## src/rv_trap_pkg.sv

```systemverilog
package rv_trap_pkg;

	// Exception cause as written to mcause
	typedef logic [3:0] excep_code_t;

	localparam excep_code_t EXC_LOAD_MISALIGNED = 4'd4;
	localparam excep_code_t EXC_STORE_MISALIGNED = 4'd6;

endpackage

```

## src/rv_mem_pkg.sv

```systemverilog
package rv_mem_pkg;

	localparam int XLEN = 32;
	localparam int BYTE_W = 8;
	localparam int HALF_W = 2 * BYTE_W;
	localparam int NUM_LANES = XLEN / BYTE_W;

	typedef logic [XLEN-1:0] word_t;

	// Size codes as seen on the data bus, 0 is not used
	typedef enum logic [1:0] {
		SIZE_BYTE = 2'd1,
		SIZE_HALF = 2'd2,
		SIZE_WORD = 2'd3
	} access_size_t;

	// Lane 0 swaps with the top lane and so on
	function automatic word_t byte_reverse(input word_t data);
		word_t swapped;
		for (int i = 0; i < NUM_LANES; i++) begin
			swapped[i*BYTE_W +: BYTE_W] = data[(NUM_LANES-1-i)*BYTE_W +: BYTE_W];
		end
		return swapped;
	endfunction

endpackage
```

## src/mem_req_if.sv

```systemverilog
`timescale 1ns/1ps

// Request held for the whole access
interface mem_req_if;

	rv_mem_pkg::word_t addr;
	rv_mem_pkg::access_size_t size;
	logic is_load;
	logic is_unsigned;
	rv_mem_pkg::word_t store_data;
	logic big_endian;

	modport owner (
		output addr,
		output size,
		output is_load,
		output is_unsigned,
		output store_data,
		output big_endian
	);

	modport reader (
		input addr,
		input size,
		input is_load,
		input is_unsigned,
		input store_data,
		input big_endian
	);

endinterface

```

## src/mem_access_unit.sv

```systemverilog
`timescale 1ns/1ps

module mem_access_unit (
	input logic clk,
	input logic reset_internal,

	// Request side
	input logic req_valid,
	input logic req_load,
	input logic req_unsigned,
	input rv_mem_pkg::access_size_t req_size,
	input rv_mem_pkg::word_t req_addr,
	input rv_mem_pkg::word_t req_store_data,
	input logic big_endian,
	output logic busy,
	output logic done,
	output rv_mem_pkg::word_t load_data,
	output logic excep,
	output rv_trap_pkg::excep_code_t excep_code,

	// Memory side
	output rv_mem_pkg::word_t addr,
	output rv_mem_pkg::access_size_t data_size,
	output logic mem_read_enable,
	output logic mem_write_enable,
	output rv_mem_pkg::word_t mem_in,
	input rv_mem_pkg::word_t mem_out,
	input logic mem_ready
);

	mem_req_if u_req ();

	access_sequencer u_access_sequencer (
		.clk(clk),
		.reset_internal(reset_internal),
		.req_valid(req_valid),
		.req_load(req_load),
		.req_unsigned(req_unsigned),
		.req_size(req_size),
		.req_addr(req_addr),
		.req_store_data(req_store_data),
		.big_endian(big_endian),
		.mem_ready(mem_ready),
		.req(u_req.owner),
		.addr(addr),
		.data_size(data_size),
		.mem_read_enable(mem_read_enable),
		.mem_write_enable(mem_write_enable),
		.busy(busy),
		.done(done),
		.excep(excep),
		.excep_code(excep_code)
	);

	store_formatter u_store_formatter (
		.req(u_req.reader),
		.mem_write_enable(mem_write_enable),
		.mem_in(mem_in)
	);

	load_extractor u_load_extractor (
		.clk(clk),
		.reset_internal(reset_internal),
		.req(u_req.reader),
		.mem_read_enable(mem_read_enable),
		.mem_ready(mem_ready),
		.mem_out(mem_out),
		.load_data(load_data)
	);

endmodule

```

## src/load_extractor.sv

```systemverilog
`timescale 1ns/1ps

module load_extractor (
	input logic clk,
	input logic reset_internal,
	mem_req_if.reader req,
	input logic mem_read_enable,
	input logic mem_ready,
	input rv_mem_pkg::word_t mem_out,
	output rv_mem_pkg::word_t load_data
);

	localparam int XLEN = rv_mem_pkg::XLEN;
	localparam int BYTE_W = rv_mem_pkg::BYTE_W;
	localparam int HALF_W = rv_mem_pkg::HALF_W;

	rv_mem_pkg::word_t shifted;
	rv_mem_pkg::word_t swapped;
	rv_mem_pkg::word_t result;
	logic [BYTE_W-1:0] byte_val;
	logic [HALF_W-1:0] half_raw;
	logic [HALF_W-1:0] half_val;
	logic sign;
	logic capture;

	// Offset 0 is the top lane, so shift the wanted lane up
	assign shifted = mem_out << (BYTE_W * req.addr[1:0]);
	assign swapped = rv_mem_pkg::byte_reverse(mem_out);

	assign byte_val = shifted[XLEN-1 -: BYTE_W];
	assign half_raw = shifted[XLEN-1 -: HALF_W];
	assign half_val = req.big_endian ? {half_raw[BYTE_W-1:0], half_raw[HALF_W-1 -: BYTE_W]}
		: half_raw;

	always_comb begin
		sign = 1'b0;
		case (req.size)
			rv_mem_pkg::SIZE_BYTE: begin
				sign = !req.is_unsigned && byte_val[BYTE_W-1];
				result = {{(XLEN-BYTE_W){sign}}, byte_val};
			end
			rv_mem_pkg::SIZE_HALF: begin
				sign = !req.is_unsigned && half_val[HALF_W-1];
				result = {{(XLEN-HALF_W){sign}}, half_val};
			end
			rv_mem_pkg::SIZE_WORD:
				result = req.big_endian ? swapped : mem_out;
			default:
				result = '0;
		endcase
	end

	assign capture = mem_read_enable && mem_ready;

	// Ready in the same cycle as done
	always_ff @(posedge clk or posedge reset_internal) begin
		if (reset_internal)
			load_data <= '0;
		else if (capture)
			load_data <= result;
	end

	// Misaligned halves must have been trapped before the bus
	a_half_even: assert property (@(posedge clk) disable iff (reset_internal)
		(capture && req.size == rv_mem_pkg::SIZE_HALF) |-> !req.addr[0])
		else $error("half load reached the bus with an odd offset");

endmodule

```

## src/store_formatter.sv

```systemverilog
`timescale 1ns/1ps

module store_formatter (
	mem_req_if.reader req,
	input logic mem_write_enable,
	output rv_mem_pkg::word_t mem_in
);

	localparam int XLEN = rv_mem_pkg::XLEN;
	localparam int BYTE_W = rv_mem_pkg::BYTE_W;
	localparam int HALF_W = rv_mem_pkg::HALF_W;

	rv_mem_pkg::word_t swapped;

	assign swapped = rv_mem_pkg::byte_reverse(req.store_data);

	// Data sits in the upper lanes, unused lanes stay zero
	always_comb begin
		mem_in = '0;
		if (mem_write_enable) begin
			case (req.size)
				rv_mem_pkg::SIZE_BYTE:
					mem_in[XLEN-1 -: BYTE_W] = req.store_data[BYTE_W-1:0];
				rv_mem_pkg::SIZE_HALF:
					if (req.big_endian)
						mem_in[XLEN-1 -: HALF_W] = swapped[XLEN-1 -: HALF_W];
					else
						mem_in[XLEN-1 -: HALF_W] = req.store_data[HALF_W-1:0];
				rv_mem_pkg::SIZE_WORD:
					mem_in = req.big_endian ? swapped : req.store_data;
				default:
					mem_in = '0;
			endcase
		end
	end

endmodule

```

## src/access_sequencer.sv

```systemverilog
`timescale 1ns/1ps

module access_sequencer (
	input logic clk,
	input logic reset_internal,
	input logic req_valid,
	input logic req_load,
	input logic req_unsigned,
	input rv_mem_pkg::access_size_t req_size,
	input rv_mem_pkg::word_t req_addr,
	input rv_mem_pkg::word_t req_store_data,
	input logic big_endian,
	input logic mem_ready,
	mem_req_if.owner req,
	output rv_mem_pkg::word_t addr,
	output rv_mem_pkg::access_size_t data_size,
	output logic mem_read_enable,
	output logic mem_write_enable,
	output logic busy,
	output logic done,
	output logic excep,
	output rv_trap_pkg::excep_code_t excep_code
);

	typedef enum logic [1:0] {
		ST_IDLE,
		ST_ACCESS,
		ST_FINISH
	} state_t;

	state_t state;
	state_t state_next;
	logic accept;
	logic misaligned;
	logic trap_q;

	// Strobes that arrive while busy are dropped here
	assign accept = req_valid && (state == ST_IDLE);

	always_comb begin
		case (req_size)
			rv_mem_pkg::SIZE_HALF:
				misaligned = req_addr[0];
			rv_mem_pkg::SIZE_WORD:
				misaligned = |req_addr[1:0];
			default:
				misaligned = 1'b0;
		endcase
	end

	always_comb begin
		state_next = state;
		case (state)
			ST_IDLE:
				if (req_valid)
					state_next = misaligned ? ST_FINISH : ST_ACCESS;
			ST_ACCESS:
				if (mem_ready)
					state_next = ST_FINISH;
			default:
				state_next = ST_IDLE;
		endcase
	end

	always_ff @(posedge clk or posedge reset_internal) begin
		if (reset_internal) begin
			state <= ST_IDLE;
			trap_q <= 1'b0;
			excep_code <= '0;
		end else begin
			state <= state_next;
			if (accept) begin
				trap_q <= misaligned;
				excep_code <= req_load ? rv_trap_pkg::EXC_LOAD_MISALIGNED
					: rv_trap_pkg::EXC_STORE_MISALIGNED;
			end
		end
	end

	always_ff @(posedge clk or posedge reset_internal) begin
		if (reset_internal) begin
			req.addr <= '0;
			req.size <= rv_mem_pkg::SIZE_WORD;
			req.is_load <= 1'b0;
			req.is_unsigned <= 1'b0;
			req.big_endian <= 1'b0;
		end else if (accept) begin
			req.addr <= req_addr;
			req.size <= req_size;
			req.is_load <= req_load;
			req.is_unsigned <= req_unsigned;
			req.big_endian <= big_endian;
		end
	end

	always_ff @(posedge clk) begin
		if (accept)
			req.store_data <= req_store_data;
	end

	// Bus side holds steady through wait states
	assign addr = req.addr;
	assign data_size = req.size;
	assign mem_read_enable = (state == ST_ACCESS) && req.is_load;
	assign mem_write_enable = (state == ST_ACCESS) && !req.is_load;

	assign busy = (state != ST_IDLE);
	assign done = (state == ST_FINISH) && !trap_q;
	assign excep = (state == ST_FINISH) && trap_q;

	// Misaligned requests never reach the bus
	a_enable_aligned: assert property (@(posedge clk) disable iff (reset_internal)
		(mem_read_enable || mem_write_enable)
			|-> !(req.size == rv_mem_pkg::SIZE_HALF && req.addr[0])
			&& !(req.size == rv_mem_pkg::SIZE_WORD && req.addr[1:0] != 2'b00))
		else $error("misaligned request reached the bus");

	a_excep_timing: assert property (@(posedge clk) disable iff (reset_internal)
		excep |-> $past(accept))
		else $error("excep without an accepted request one cycle before");

endmodule

```

## config.mk

```make
export PLATFORM = sky130hd
export DESIGN_NAME = mem_access_unit
export DESIGN_NICKNAME = d
export VERILOG_FILES = /design/src/rv_trap_pkg.sv /design/src/rv_mem_pkg.sv /design/src/mem_req_if.sv /design/src/mem_access_unit.sv /design/src/load_extractor.sv /design/src/store_formatter.sv /design/src/access_sequencer.sv
export SDC_FILE = /design/constraint.sdc
export NUM_CORES = 1
export LEC_CHECK = 0
export BUFFER_PORTS_ARGS = -buffer_cell sky130_fd_sc_hd__buf_2
export CAP_MARGIN = 5
export CORE_MARGIN = 2
export CORE_UTILIZATION = 40
export CTS_CLUSTER_SIZE = 25
export DETAILED_ROUTE_END_ITERATION = 8
export GPL_TIMING_DRIVEN = 0
export PLACE_DENSITY_LB_ADDON = 0.12
export REMOVE_ABC_BUFFERS = 1
export SYNTH_ARGS = -nofsm -noshare
export SYNTH_HDL_FRONTEND = slang
export SYNTH_SLANG_ARGS = --single-unit
```

## constraint.sdc

```tcl
create_clock -name clk -period 3.1 [get_ports clk]
set_input_delay 0 -clock clk [delete_from_list [all_inputs] [get_ports clk]]
set_output_delay 0 -clock clk [all_outputs]
set_load 0.05 [all_outputs]
```

# Word-level counts from Yosys, hierarchy flattened
# Index checks and enable logic that the tools add are counted.
classes:
  n_eq_ne: 9
  mux: 15
  n_reduce_logical: 15
  shift: 1
ops:
  columns: ["operator", "count"]
  rows:
  - ["32-bit 2-to-1 mux", 3]
  - ["32-bit case mux with 3 select lines", 1]
  - ["16-bit 2-to-1 mux", 3]
  - ["32-bit by 5-bit << shifter with 32-bit output", 1]
  - ["8-bit case mux with 3 select lines", 1]
  - ["8-bit case mux with 2 select lines", 1]
  - ["2-bit == test (second input constant)", 5]
  - ["1-bit logical AND", 8]
  - ["2-bit 2-to-1 mux", 4]
  - ["2-bit by 1-bit == test with 1-bit output (second input constant)", 2]
  - ["2-bit != test (second input constant)", 2]
  - ["2-bit case mux with 2 select lines", 1]
  - ["1-bit zero test", 3]
  - ["2-bit zero test", 1]
  - ["1-bit case mux with 2 select lines", 1]
  - ["2-bit AND reduction", 1]
  - ["2-bit nonzero test", 1]
  - ["2-bit OR reduction", 1]
word_totals:
  ff_bits: 108
  elab_cells: 50
  output_inout_bits: 107

# Longest topological paths before layout
# Gate-level depths: netlist of the first run.
logic_depth:
  ltp_word: 5
  mapped_depth: 7

# Modules after synthesis
# Synthesis of the first run repeated with hierarchy kept, for this count alone.
unflattened:
  cells_unflattened: 556
  hier_area_um2: 6203.4
by_module_without_submodules:
  columns: ["mod", "cells_each", "seq_area_each_um2", "area_per_inst_um2", "n_inst"]
  rows:
  - ["access_sequencer", 174, 2014.4, 2890.3, 1]
  - ["load_extractor", 279, 800.8, 2459.9, 1]
  - ["store_formatter", 103, 0.0, 853.3, 1]

# Worst setup path before layout of the first run
# No wires, ideal clock.
synth_path:
  path_type: "reg2out"
  from: "register u_access_sequencer.state[0]"
  to: "output mem_in[10]"
  arrival_ns: 3.123
  n_path_buf: 2
  setup_slack_ns: -0.023
  path_stages_with_launch: 6
  cell_sequence: "dfrtp_1 buf_2 nor3b_1 nand2_1 clkbuf_1 nor2_1"
synth_between:
  elab_chain_cells: 3
synth_lines:
  columns: ["item", "line_no", "rtl"]
  rows:
  - ["start, declared", "access_sequencer.sv:31", "state_t state;"]
  - ["start signal, assigned", "access_sequencer.sv:71", "state <= state_next;"]
  - ["2-bit by 1-bit == test with 1-bit output", "access_sequencer.sv:105", "assign mem_write_enable = (state == ST_ACCESS) && !req.is_load;"]
  - ["1-bit logical AND", "access_sequencer.sv:105", null]
  - ["via mem_write_enable", "mem_access_unit.sv:25", "output logic mem_write_enable,"]
  - ["32-bit 2-to-1 mux", "store_formatter.sv:20", "if (mem_write_enable) begin"]
  - ["end, declared", "mem_access_unit.sv:26", "output rv_mem_pkg::word_t mem_in,"]
# The timed path passes the listed nets, and every way through them passes these cells.

# Final worst setup path of the first run
layout_path:
  from: "register u_access_sequencer.req.big_endian"
  to: "register u_load_extractor.load_data[31]"
layout_between:
  elab_chain_cells: 3
  word_cells_on_any_way: 4
  classes_between: "3 x mux; 1 x reduce/logical"
layout_lines:
  columns: ["item", "line_no", "rtl"]
  rows:
  - ["start, declared", "mem_req_if.sv:19", "output big_endian"]
  - ["16-bit 2-to-1 mux", "load_extractor.sv:32", "assign half_val = req.big_endian ? {half_raw[BYTE_W-1:0], half_raw[HALF_W-1 -: BYTE_W]}"]
  - ["1-bit logical AND", "load_extractor.sv:43", "sign = !req.is_unsigned && half_val[HALF_W-1];"]
  - ["32-bit case mux with 3 select lines (*)", "load_extractor.sv:37", "case (req.size)"]
  - ["end signal, assigned", "load_extractor.sv:60", "load_data <= result;"]
  - ["end, declared", "load_extractor.sv:10", "output rv_mem_pkg::word_t load_data"]
# Mark *: on every way between the ends. The rest lies on a longest branch, timed or not.
# A chain may end at the register's enable or synchronous reset.

==> results of run 1 <==
-- stage by stage --
| stage | power [mW] | std cells | setup WS (ns) | utilization [%] | TNS [ns] |
|---|---|---|---|---|---|
| floorplan | 5.03 | 555 | -0.942 | - | -26.34 |
| global placement | 5.92 | 944 | -1.89 | 48.9 | -129.46 |
| detailed placement | 5.95 | 948 | 0.200 | 49.7 | 0 |
| CTS | 7.17 | 1045 | 0.0715 | 57.6 | 0 |
| global route | 7.60 | 1046 | 0.0136 | 57.9 | 0 |
| finish | 7.17 | 1046 | 0.194 | 57.9 | 0 |
-- flip-flops by register name, summed over array words and instances (netlist names) --
signal and cells:
u_access_sequencer.addr 32, u_access_sequencer.req.is_load 1, u_access_sequencer.trap_q 1, u_access_sequencer.req.big_endian 1, u_access_sequencer.req.store_data 32, u_access_sequencer.data_size 2
u_load_extractor.load_data 32, u_access_sequencer.req.is_unsigned 1, u_access_sequencer.excep_code 2, u_access_sequencer.state 2
-- routing by layer --
layer	part of all wire [%]	track usage [%]	up-vias
li1	-	-	2661
met1	43	28.5	2689
met2	49	39.5	207
met3	6.2	5.08	19
met4	1.3	6.04	0
met5	0	0	-
-- power by group through the flow --
stage	Sequential [mW]	Clock (mW)	Combinational, mW
2_1_floorplan	3.63	0	1.40
3_3_place_gp	2.48	0	3.43
3_5_place_dp	2.39	0	3.56
4_1_cts	2.36	1.16	3.65
5_1_grt	2.41	1.23	3.96
6_report	2.34	1.14	3.69
-- cells by family after synthesis --
kind of cell | synth area share [%]
compound gates | 14.5
xor+xnor | 0.152
buf+inv | 3.98
flops | 48.7
mux | 13.6
other cells | 0.0649
simple gates | 19.0
-- critical path, stage by stage (launching register included) --
cell and delay [ns]:
dfrtp_4 0.64, buf_16 0.38, mux2_2 0.40, mux4_2 0.50, a31oi_4 0.54, o311ai_0 0.25
-- Yosys cell counts (2+ instances only) --
master    instances  area (sq um)
o311ai_0          2          17.5
nor3_1            6          30.0
nand3_1           4          20.0
buf_6             2          22.5
nor2_1           54           203
buf_4             2          15.0
clkbuf_1         27           101
dfstp_2           2          52.6
edfxtp_1         32           961
or3_1             3          18.8
a21oi_1          16          80.1
a22oi_1          15           113
nand2_1         151           567
o211ai_1         19           143
nand4b_1          3          26.3
dfrtp_1          72          1800
o21ai_0          14          70.1
a22o_1           17           149
nor3b_1           4          30.0
nand3b_1          2          15.0
and3b_1           3          26.3
inv_1             6          22.5
mux4_2            3          67.6
mux2i_1          55           551
o221ai_1          2          17.5
a31oi_1           5          31.3
a21o_1            2          15.0
a221o_1           6          60.1
nand2b_1          6          37.5
mux2_2           15           169
and2_1            2          12.5
buf_2            10          50.1
a221oi_1          3          26.3
buf_1             5          18.8
or2_2             5          31.3
nor2b_1           5          31.3
a311oi_1          5          43.8
-- worst paths after layout --
check / start / end / slack, ns / cells past startpoint
worst max-delay path: u_access_sequencer.req.big_endian$_DFFE_PP0P_ / u_load_extractor.load_data[31]$_DFFE_PP0P_ / 0.19 / 5
worst min-delay path: mem_out[28] / u_load_extractor.load_data[28]$_DFFE_PP0P_ / 0.02 / 3
worst max register to register: u_access_sequencer.req.big_endian$_DFFE_PP0P_ / u_load_extractor.load_data[31]$_DFFE_PP0P_ / 0.19 / 5
worst min register to register: u_access_sequencer.excep_code[2]$_DFFE_PP0P_ / u_access_sequencer.excep_code[2]$_DFFE_PP0P_ / 0.47 / 1
max in group asynchronous: reset_internal / u_access_sequencer.data_size[1]$_DFFE_PP1P_ / 2.27 / 4
min in group asynchronous: reset_internal / u_load_extractor.load_data[27]$_DFFE_PP0P_ / 0.21 / 3
-- cell usage in the layout, fill, tap and decap left out, types with 6 or more instances in the layout --
master,instances
a21oi_1,16
nand2_1,150
buf_2,209
a22oi_1,15
o21ai_0,14
dlygate4sd3_1,81
a22o_1,17
nand2b_1,6
a221o_1,6
mux2i_1,55
clkbuf_16,10
edfxtp_1,32
dfrtp_1,70
o211ai_1,19
mux2_2,15
nor2_1,54
-- area by class of cell --
| type | instances | area share (%) |
|---|---|---|
| flip-flops and latches | 106 | 34.9 |
| multi-input cells | 443 | 33.9 |
| repair buffers | 295 | 24.5 |
| clock buffers | 12 | 3.18 |
| well taps | 180 | 2.78 |
| clock inverters | 4 | 0.402 |
| inverters | 6 | 0.309 |
-- what timing repair did --
action	CTS	global route
endpoints found under the setup margin	0	15
hold buffers	81	0
resized for setup	0	3
hold endpoints to repair	110	0
==> summary.md, run 1 <==
| Metric | Value |
|---|---|
| Status | `completed` |
| Post-synthesis sequential area ratio | `48.7%` |
| Die width | `124 um` |
| Vias in the first global route | `5552` |
| CTS Root Cell | `clkbuf_16` |
| Post-route design area | `0.00810 sq mm` |
| CTS tree | `yes` |
| Hold WS | `0.0159 ns` |
| Ant diodes | `0` |
| Post-synthesis register bit count | `106` |
| Core Rows | `43` |
| Fillers | `1268` |
| Detailed Routing Iterations Pass 1 | `5` |
| Clock sinks | `106` |
| Internal | `3.66 mW` |
| Synth unique cells | `52` |
| Psw | `3.51 mW` |
| First-pass GRT wire length | `27200 um` |
| EDFF count, synth | `32` |
| Switching Share | `48.9%` |
| All-Layer GR Usage | `22.7%` |
| Slew margin rel. | `40.4%` |
| Synth Instances | `600` |
| Area post-placement | `0.00695 sq mm` |
| Peak VDD IR | `0.000416 V` |
| Core footprint | `0.0140 sq mm` |
| Starting density of the core | `41.3%` |
| Syn avg cell area | `9.63 sq um` |
| Crit path time final | `2.91 ns` |
| Area occupied by multi-input gates | `0.00274 sq mm` |
| Die Area | `0.0154 sq mm` |
| PD cells | `886 mW/mm^2` |
| Critical path class | `flop to flop` |
| # nets final | `966` |
| Fin Clk Skew | `0.00604 ns` |
| Crit share post-route | `93.7%` |
| Initial antenna violation count | `0` |
| Combinational power share | `51.5%` |
| Hpwl dp | `11300 um` |
| Clock H-tree levels | `3` |
| Max Freq | `344 MHz` |
| Fin. max-slew vios | `0` |
| RSZ-0062 raised after global routing | `no` |
| # port buffers | `209` |
| Worst-Margin Slew | `0.890 ns` |
| Max Fanout on Critical Path | `83` |
| Drt total wl | `17300 um` |
| Overflow left after global routing | `0` |
| ANT nets after route | `0` |
| I/O Pins | `212` |
| Clock share of power | `15.9%` |
| Via density | `5.33` |
| Post-CTS setup buffers | `0` |
| Final Hold Fails | `0` |
| DIE HEIGHT | `124 um` |
| Critical Path RT | `3.28 ns` |
| DR vias | `5576` |
| WL/cell | `16.5 um` |
| Clock-pin slew on the worst setup and hold paths | `0.07 ns` |
| Setup violators final | `0` |
| Largest net degree at the start of global routing | `84` |
| CP Capture Type | `flop` |
| Area grow syn2layout | `40.1%` |
| Worst Hold Class | `input pin to flop` |
| Yosys warnings | `0` |
| Main synth FF type | `dfrtp_1` |
| 1st-iter DRT viols | `385` |
| Flop pwr share | `32.6%` |
| Post-synth ARST share | `69.8%` |
| Clk_lat worst skew | `0.35 ns` |
| Mapped Area | `0.00578 sq mm` |
| Share of layout cells above drive strength 1 | `29.9%` |
| Maxcap violations | `0` |
| FF/Latch Area | `0.00282 sq mm` |
| CTS Buf Count | `9` |
| Crit path DAT | `3.08 ns` |
| Lkg Pwr | `3.89 nW` |
| CTS max path bufs | `2` |
| Crit path launch type | `flop` |
| GP Congestion | `0.834` |
| DRC errors left | `0` |
Power figures use the tool's default switching activity.
==> run 2, diff against run 1 <==
Settings changed: RECOVER_POWER from default to 25.
==> run 2 against run 1 <==
  * The flow now finishes with violations (capacitance limit)
  * Sequential share of layout area up 0.11 points
  * Clock power is essentially flat
  * Wire length about the same
  * First-iteration DRC count is 0.52% lower
  * Critical endpoint unchanged
==> summary.md, run 2 (synthesized netlist as in run 1, its figures left out) <==
| Metric | Value |
|---|---|
| Detailed Routing Iterations Pass 1 | `5` |
| Crit path launch type | `flop` |
| Vias in the first global route | `5552` |
| Most common cell after layout, fill and taps aside | `buf_2` |
| PD cells | `888 mW/mm^2` |
| RSZ-0062 raised after global routing | `no` |
| WL/cell | `16.5 um` |
| Lkg Pwr | `3.87 nW` |
| Critical path class | `flop to flop` |
| Via density | `5.33` |
| CTS max path bufs | `2` |
| DIE HEIGHT | `124 um` |
| Critical Path RT | `3.27 ns` |
| Setup violators final | `0` |
| Clk_lat worst skew | `0.35 ns` |
| Overflow left after global routing | `0` |
| Hpwl dp | `11300 um` |
| Top Registers | `u_access_sequencer.addr x32, u_access_sequencer.req.store_data x32, u_load_extractor.load_data x32` |
| Setup slack, reg-to-reg | `0.17 ns` |
| Fin. max-slew vios | `0` |
| FF/Latch Area | `0.00282 sq mm` |
| Fin Clk Skew | `0.00579 ns` |
| Die width | `124 um` |
| Crit share post-route | `94.4%` |
| CTS Buf Count | `9` |
| Peak VDD IR | `0.000416 V` |
| CTS Root Cell | `clkbuf_16` |
| Fillers | `1271` |
| Clock-pin slew on the worst setup and hold paths | `0.07 ns` |
| GP Congestion | `0.834` |
| Maxcap violations | `1` |
| Core footprint | `0.0140 sq mm` |
| Die Area | `0.0154 sq mm` |
| Drt total wl | `17300 um` |
| ANT nets after route | `0` |
| Clock H-tree levels | `3` |
| Worst-Margin Slew | `1.47 ns` |
| Commonest non-fill, non-tap cells in the layout | `207 x buf_2, 150 x nand2_1, 81 x dlygate4sd3_1` |
| Failing checks | `capacitance limit` |
| Slew margin rel. | `1.63%` |
| # port buffers | `209` |
| All-Layer GR Usage | `22.7%` |
| Clock sinks | `106` |
| I/O Pins | `212` |
| Status | `finished with violations` |
| Sum of negative setup slack | `0 ns` |
| Core Rows | `43` |
| # nets final | `966` |
| Crit path DAT | `3.10 ns` |
| Largest net degree at the start of global routing | `84` |
| CP Capture Type | `flop` |
| Final Core Density | `57.7%` |
| Critical Path Max Stage Delay | `0.64 ns` |
| 1st-iter DRT viols | `383` |
| Crit-path cells | `buf_16 -> mux2_2 -> mux4_2 -> a31oi_4 -> o311ai_0` |
| Max Fanout on Critical Path | `83` |
| Share of layout cells above drive strength 1 | `29.7%` |
| First-pass GRT wire length | `27200 um` |
| Area grow syn2layout | `39.6%` |
| CTS tree | `yes` |
| Area occupied by multi-input gates | `0.00274 sq mm` |
| Final Hold Fails | `0` |
| Ant diodes | `0` |
| Starting density of the core | `41.3%` |
| DR vias | `5574` |
| Worst Hold Class | `input pin to flop` |
| Crit path max-delay cell type | `dfrtp_4` |
| DRC errors left | `0` |
| Max Freq | `342 MHz` |
| Initial antenna violation count | `0` |
| Crit path time final | `2.93 ns` |
run 2: final cells by class:
cell class / instances / share of cell area [%]
timing repair buffer: 295 / 24.3
tap: 180 / 2.79
multi-input combinational: 443 / 34.0
clock inverter: 4 / 0.403
clock buffer: 12 / 3.19
sequential: 106 / 35.0
inverter: 6 / 0.295
run 2: where the power goes:
part	switching [mW]	leakage [nW]	total (mW)	internal [mW]
logic	2.53	2.50	3.69	1.15
clock network	0.535	0.146	1.14	0.605
registers	0.435	1.23	2.34	1.90
total	3.50	3.87	7.17	3.66
run 2: layer usage:
| layer | up-vias | GRT usage [%] | share of wire, % |
|---|---|---|---|
| met5 | - | 0 | 0 |
| met4 | 0 | 6.04 | 1.5 |
| met1 | 2673 | 28.5 | 42 |
| met2 | 227 | 39.5 | 49 |
| li1 | 2652 | - | - |
| met3 | 22 | 5.08 | 6.9 |
run 2: final timing paths:
kind                                                          startpoint                                             to  cells after the start
min reg2reg                 u_access_sequencer.excep_code[2]$_DFFE_PP0P_   u_access_sequencer.excep_code[2]$_DFFE_PP0P_                      1
max                        u_access_sequencer.req.big_endian$_DFFE_PP0P_     u_load_extractor.load_data[31]$_DFFE_PP0P_                      5
max reg2reg                u_access_sequencer.req.big_endian$_DFFE_PP0P_     u_load_extractor.load_data[31]$_DFFE_PP0P_                      5
min                                                          mem_out[28]     u_load_extractor.load_data[28]$_DFFE_PP0P_                      3
min in group asynchronous                                 reset_internal     u_load_extractor.load_data[27]$_DFFE_PP0P_                      3
max in group asynchronous                                 reset_internal  u_access_sequencer.req.big_endian$_DFFE_PP0P_                      4
run 2: metrics by stage:
step | power [mW] | instances | hold slack, ns | setup slack [ns] | area, sq um
after floorplan | 5.03 | 555 | 0.0832 | -0.942 | 5570
after global placement | 5.92 | 944 | 0.176 | -1.89 | 6850
after detailed placement | 5.95 | 948 | 0.0520 | 0.200 | 6950
after CTS | 7.17 | 1045 | 0.00671 | 0.0715 | 8060
after global routing | 7.60 | 1046 | 0.0333 | 0.0136 | 8070
final | 7.17 | 1046 | 0.0152 | 0.175 | 8070
run 2: timing repair:
item,in CTS,in global routing
endpoints found under the hold margin,110,0
endpoints found under the setup margin,0,15
hold buffers,81,0
resized for setup,0,3
buffers inserted,0,0
run 2: worst max-delay path, delay by kind of cell, from the launching register on:
family / cells / cell delay [ns]
AOI/OAI and AO/OA: 2 / 0.80
buffers and inverters: 1 / 0.38
DFF: 1 / 0.64
muxes: 2 / 0.90
==> run 3, diff against run 2 <==
Settings changed: BUFFER_PORTS_ARGS -buffer_cell sky130_fd_sc_hd__buf_2 to default, CORE_MARGIN 2 to 1, DONT_BUFFER_PORTS from default to 1, GPL_ROUTABILITY_DRIVEN from default to 0.
==> run 3 against run 2 <==
  * The run ends with capacitance limit, slew limit left
  * Combinational power fell by 45%
  * Total power down 2.2%
  * Final area is 6.9% lower
  * Count of clock-buffer cells in the layout is the same
  * Register-to-register slack got worse by 0.04 ns
  * Non-clock buffer count down 168
  * Clock power grew 11%
  * Largest cell class unchanged
  * Core utilization shrank 4.0 points
  * Sequential share of layout area grew 2.6 points
  * First-iteration DRC count down 36%
==> summary.md, run 3 (synthesized netlist as in run 1, its figures left out) <==
| Metric | Value |
|---|---|
| DIE HEIGHT | `122 um` |
| Crit share post-route | `96.5%` |
| Overflow left after global routing | `0` |
| Top Registers | `u_access_sequencer.addr x32, u_access_sequencer.req.store_data x32, u_load_extractor.load_data x32` |
| Die width | `122 um` |
| Max Freq | `334 MHz` |
| Clk_lat worst skew | `0.35 ns` |
| Largest net degree at the start of global routing | `83` |
| CTS Buf Count | `9` |
| DRC errors left | `0` |
| Core Rows | `43` |
| Setup violators final | `0` |
| Dpl ws | `-0.0994 ns` |
| Crit path DAT | `2.99 ns` |
| Detailed Routing Iterations Pass 1 | `5` |
| Peak VDD IR | `0.000462 V` |
| Critical Path RT | `3.10 ns` |
| CP Capture Type | `output port` |
| Worst-Margin Slew | `1.66 ns` |
| Max Fanout on Critical Path | `82` |
| Vias in the first global route | `5119` |
| Lkg Pwr | `3.13 nW` |
| ANT nets after route | `0` |
| FF/Latch Area | `0.00283 sq mm` |
| Critical path class | `flop to output port` |
| Status | `finished with violations` |
| CTS max path bufs | `2` |
| Most common cell after layout, fill and taps aside | `nand2_1` |
| Failing checks | `capacitance limit, slew limit` |
| Initial antenna violation count | `0` |
| CTS tree | `yes` |
| Fillers | `1235` |
| All-Layer GR Usage | `23.2%` |
| Clock-pin slew on the worst setup and hold paths | `0.07 ns` |
| Fin. max-slew vios | `40` |
| Starting density of the core | `41.3%` |
| Area occupied by multi-input gates | `0.00281 sq mm` |
| WL/cell | `19.4 um` |
| Clock H-tree levels | `3` |
| Setup slack, reg-to-reg | `0.13 ns` |
| # port buffers | `0` |
| Crit path time final | `2.99 ns` |
| Hpwl dp | `10500 um` |
| # nets final | `798` |
| Share of layout cells above drive strength 1 | `11.2%` |
| Sum of negative setup slack | `0 ns` |
| Commonest non-fill, non-tap cells in the layout | `150 x nand2_1, 119 x dlygate4sd3_1, 69 x dfrtp_1` |
| Ant diodes | `0` |
| 1st-iter DRT viols | `247` |
| I/O Pins | `212` |
| Area grow syn2layout | `30.1%` |
| Worst Hold Class | `input pin to flop` |
| Via density | `5.67` |
| Fin Clk Skew | `0.00595 ns` |
| Hold WS | `0.0139 ns` |
| DR vias | `4978` |
| Area post-placement | `0.00593 sq mm` |
| Slew margin rel. | `-11.1%` |
| RSZ-0062 raised after global routing | `no` |
| PD cells | `932 mW/mm^2` |
| Drt total wl | `17000 um` |
| Final Core Density | `53.7%` |
| Crit path launch type | `flop` |
| First-pass GRT wire length | `26100 um` |
| Clock sinks | `106` |
| CTS Root Cell | `clkbuf_16` |
| Core footprint | `0.0140 sq mm` |
| Final WS setup | `0.109 ns` |
| Post-route design area | `0.00751 sq mm` |
| Die Area | `0.0149 sq mm` |
| Maxcap violations | `1` |
| Final Hold Fails | `0` |
run 3: cell types whose count changed in the layout (fill, tap and decap cells not counted), sizes merged:
cell	before	now
dlygate4sd3	81	119
clkinvlp	1	3
clkbuf	15	13
inv	9	6
buf	211	7
bufinv	0	1
run 3: worst paths after layout:
path | to | startpoint | cells after the start
max | mem_in[27] | u_access_sequencer.req.big_endian$_DFFE_PP0P_ | 5
min | u_load_extractor.load_data[7]$_DFFE_PP0P_ | mem_out[7] | 4
max reg2reg | u_load_extractor.load_data[31]$_DFFE_PP0P_ | u_access_sequencer.req.big_endian$_DFFE_PP0P_ | 5
min reg2reg | u_access_sequencer.trap_q$_DFFE_PP0P_ | u_access_sequencer.trap_q$_DFFE_PP0P_ | 2
max in group asynchronous | u_access_sequencer.addr[0]$_DFFE_PP0P_ | reset_internal | 3
min in group asynchronous | u_access_sequencer.addr[10]$_DFFE_PP0P_ | reset_internal | 2
run 3: critical path, cell delays in order (launching register included):
cell     delay, ns
dfrtp_4       0.63
buf_16        0.29
nor2_1        0.65
a22o_1        0.23
a22oi_1       0.08
nor2_1        0.75
run 3: cell type report:
class,instances,share of cell area [%]
Sequential cell,106,37.6
Multi-Input combinational cell,443,37.4
Timing Repair Buffer,127,17.2
Clock buffer,12,3.71
Tap cell,180,3.00
Clock inverter,4,0.716
Inverter,6,0.316
run 3: what timing repair did:
action | CTS | global route
resized for setup | 20 | 5
hold endpoints to repair | 178 | 0
gates cloned | 0 | 0
hold buffers | 119 | 0
setup endpoints to repair | 24 | 16
setup buffers | 0 | 1
run 3: power breakdown:
group | internal [mW] | switching [mW] | leakage, nW
clock | 0.728 | 0.533 | 0.156
sequential | 1.88 | 1.84 | 1.23
combinational | 0.940 | 1.09 | 1.74
total | 3.55 | 3.46 | 3.13
run 3: metal layers:
| layer | global-route usage, % | routed length [um] |
|---|---|---|
| met1 | 26.7 | 6980 |
| met2 | 40.1 | 8320 |
| met3 | 6.23 | 1270 |
| met4 | 10.1 | 432 |
| met5 | 0 | 0 |
run 3: per-stage QoR:
| step | std cells | power [mW] |
|---|---|---|
| after floorplan | 555 | 5.03 |
| after global placement | 735 | 5.50 |
| after detailed placement | 742 | 5.53 |
| after CTS | 877 | 7.01 |
| after global routing | 878 | 7.36 |
| final | 878 | 7.01 |
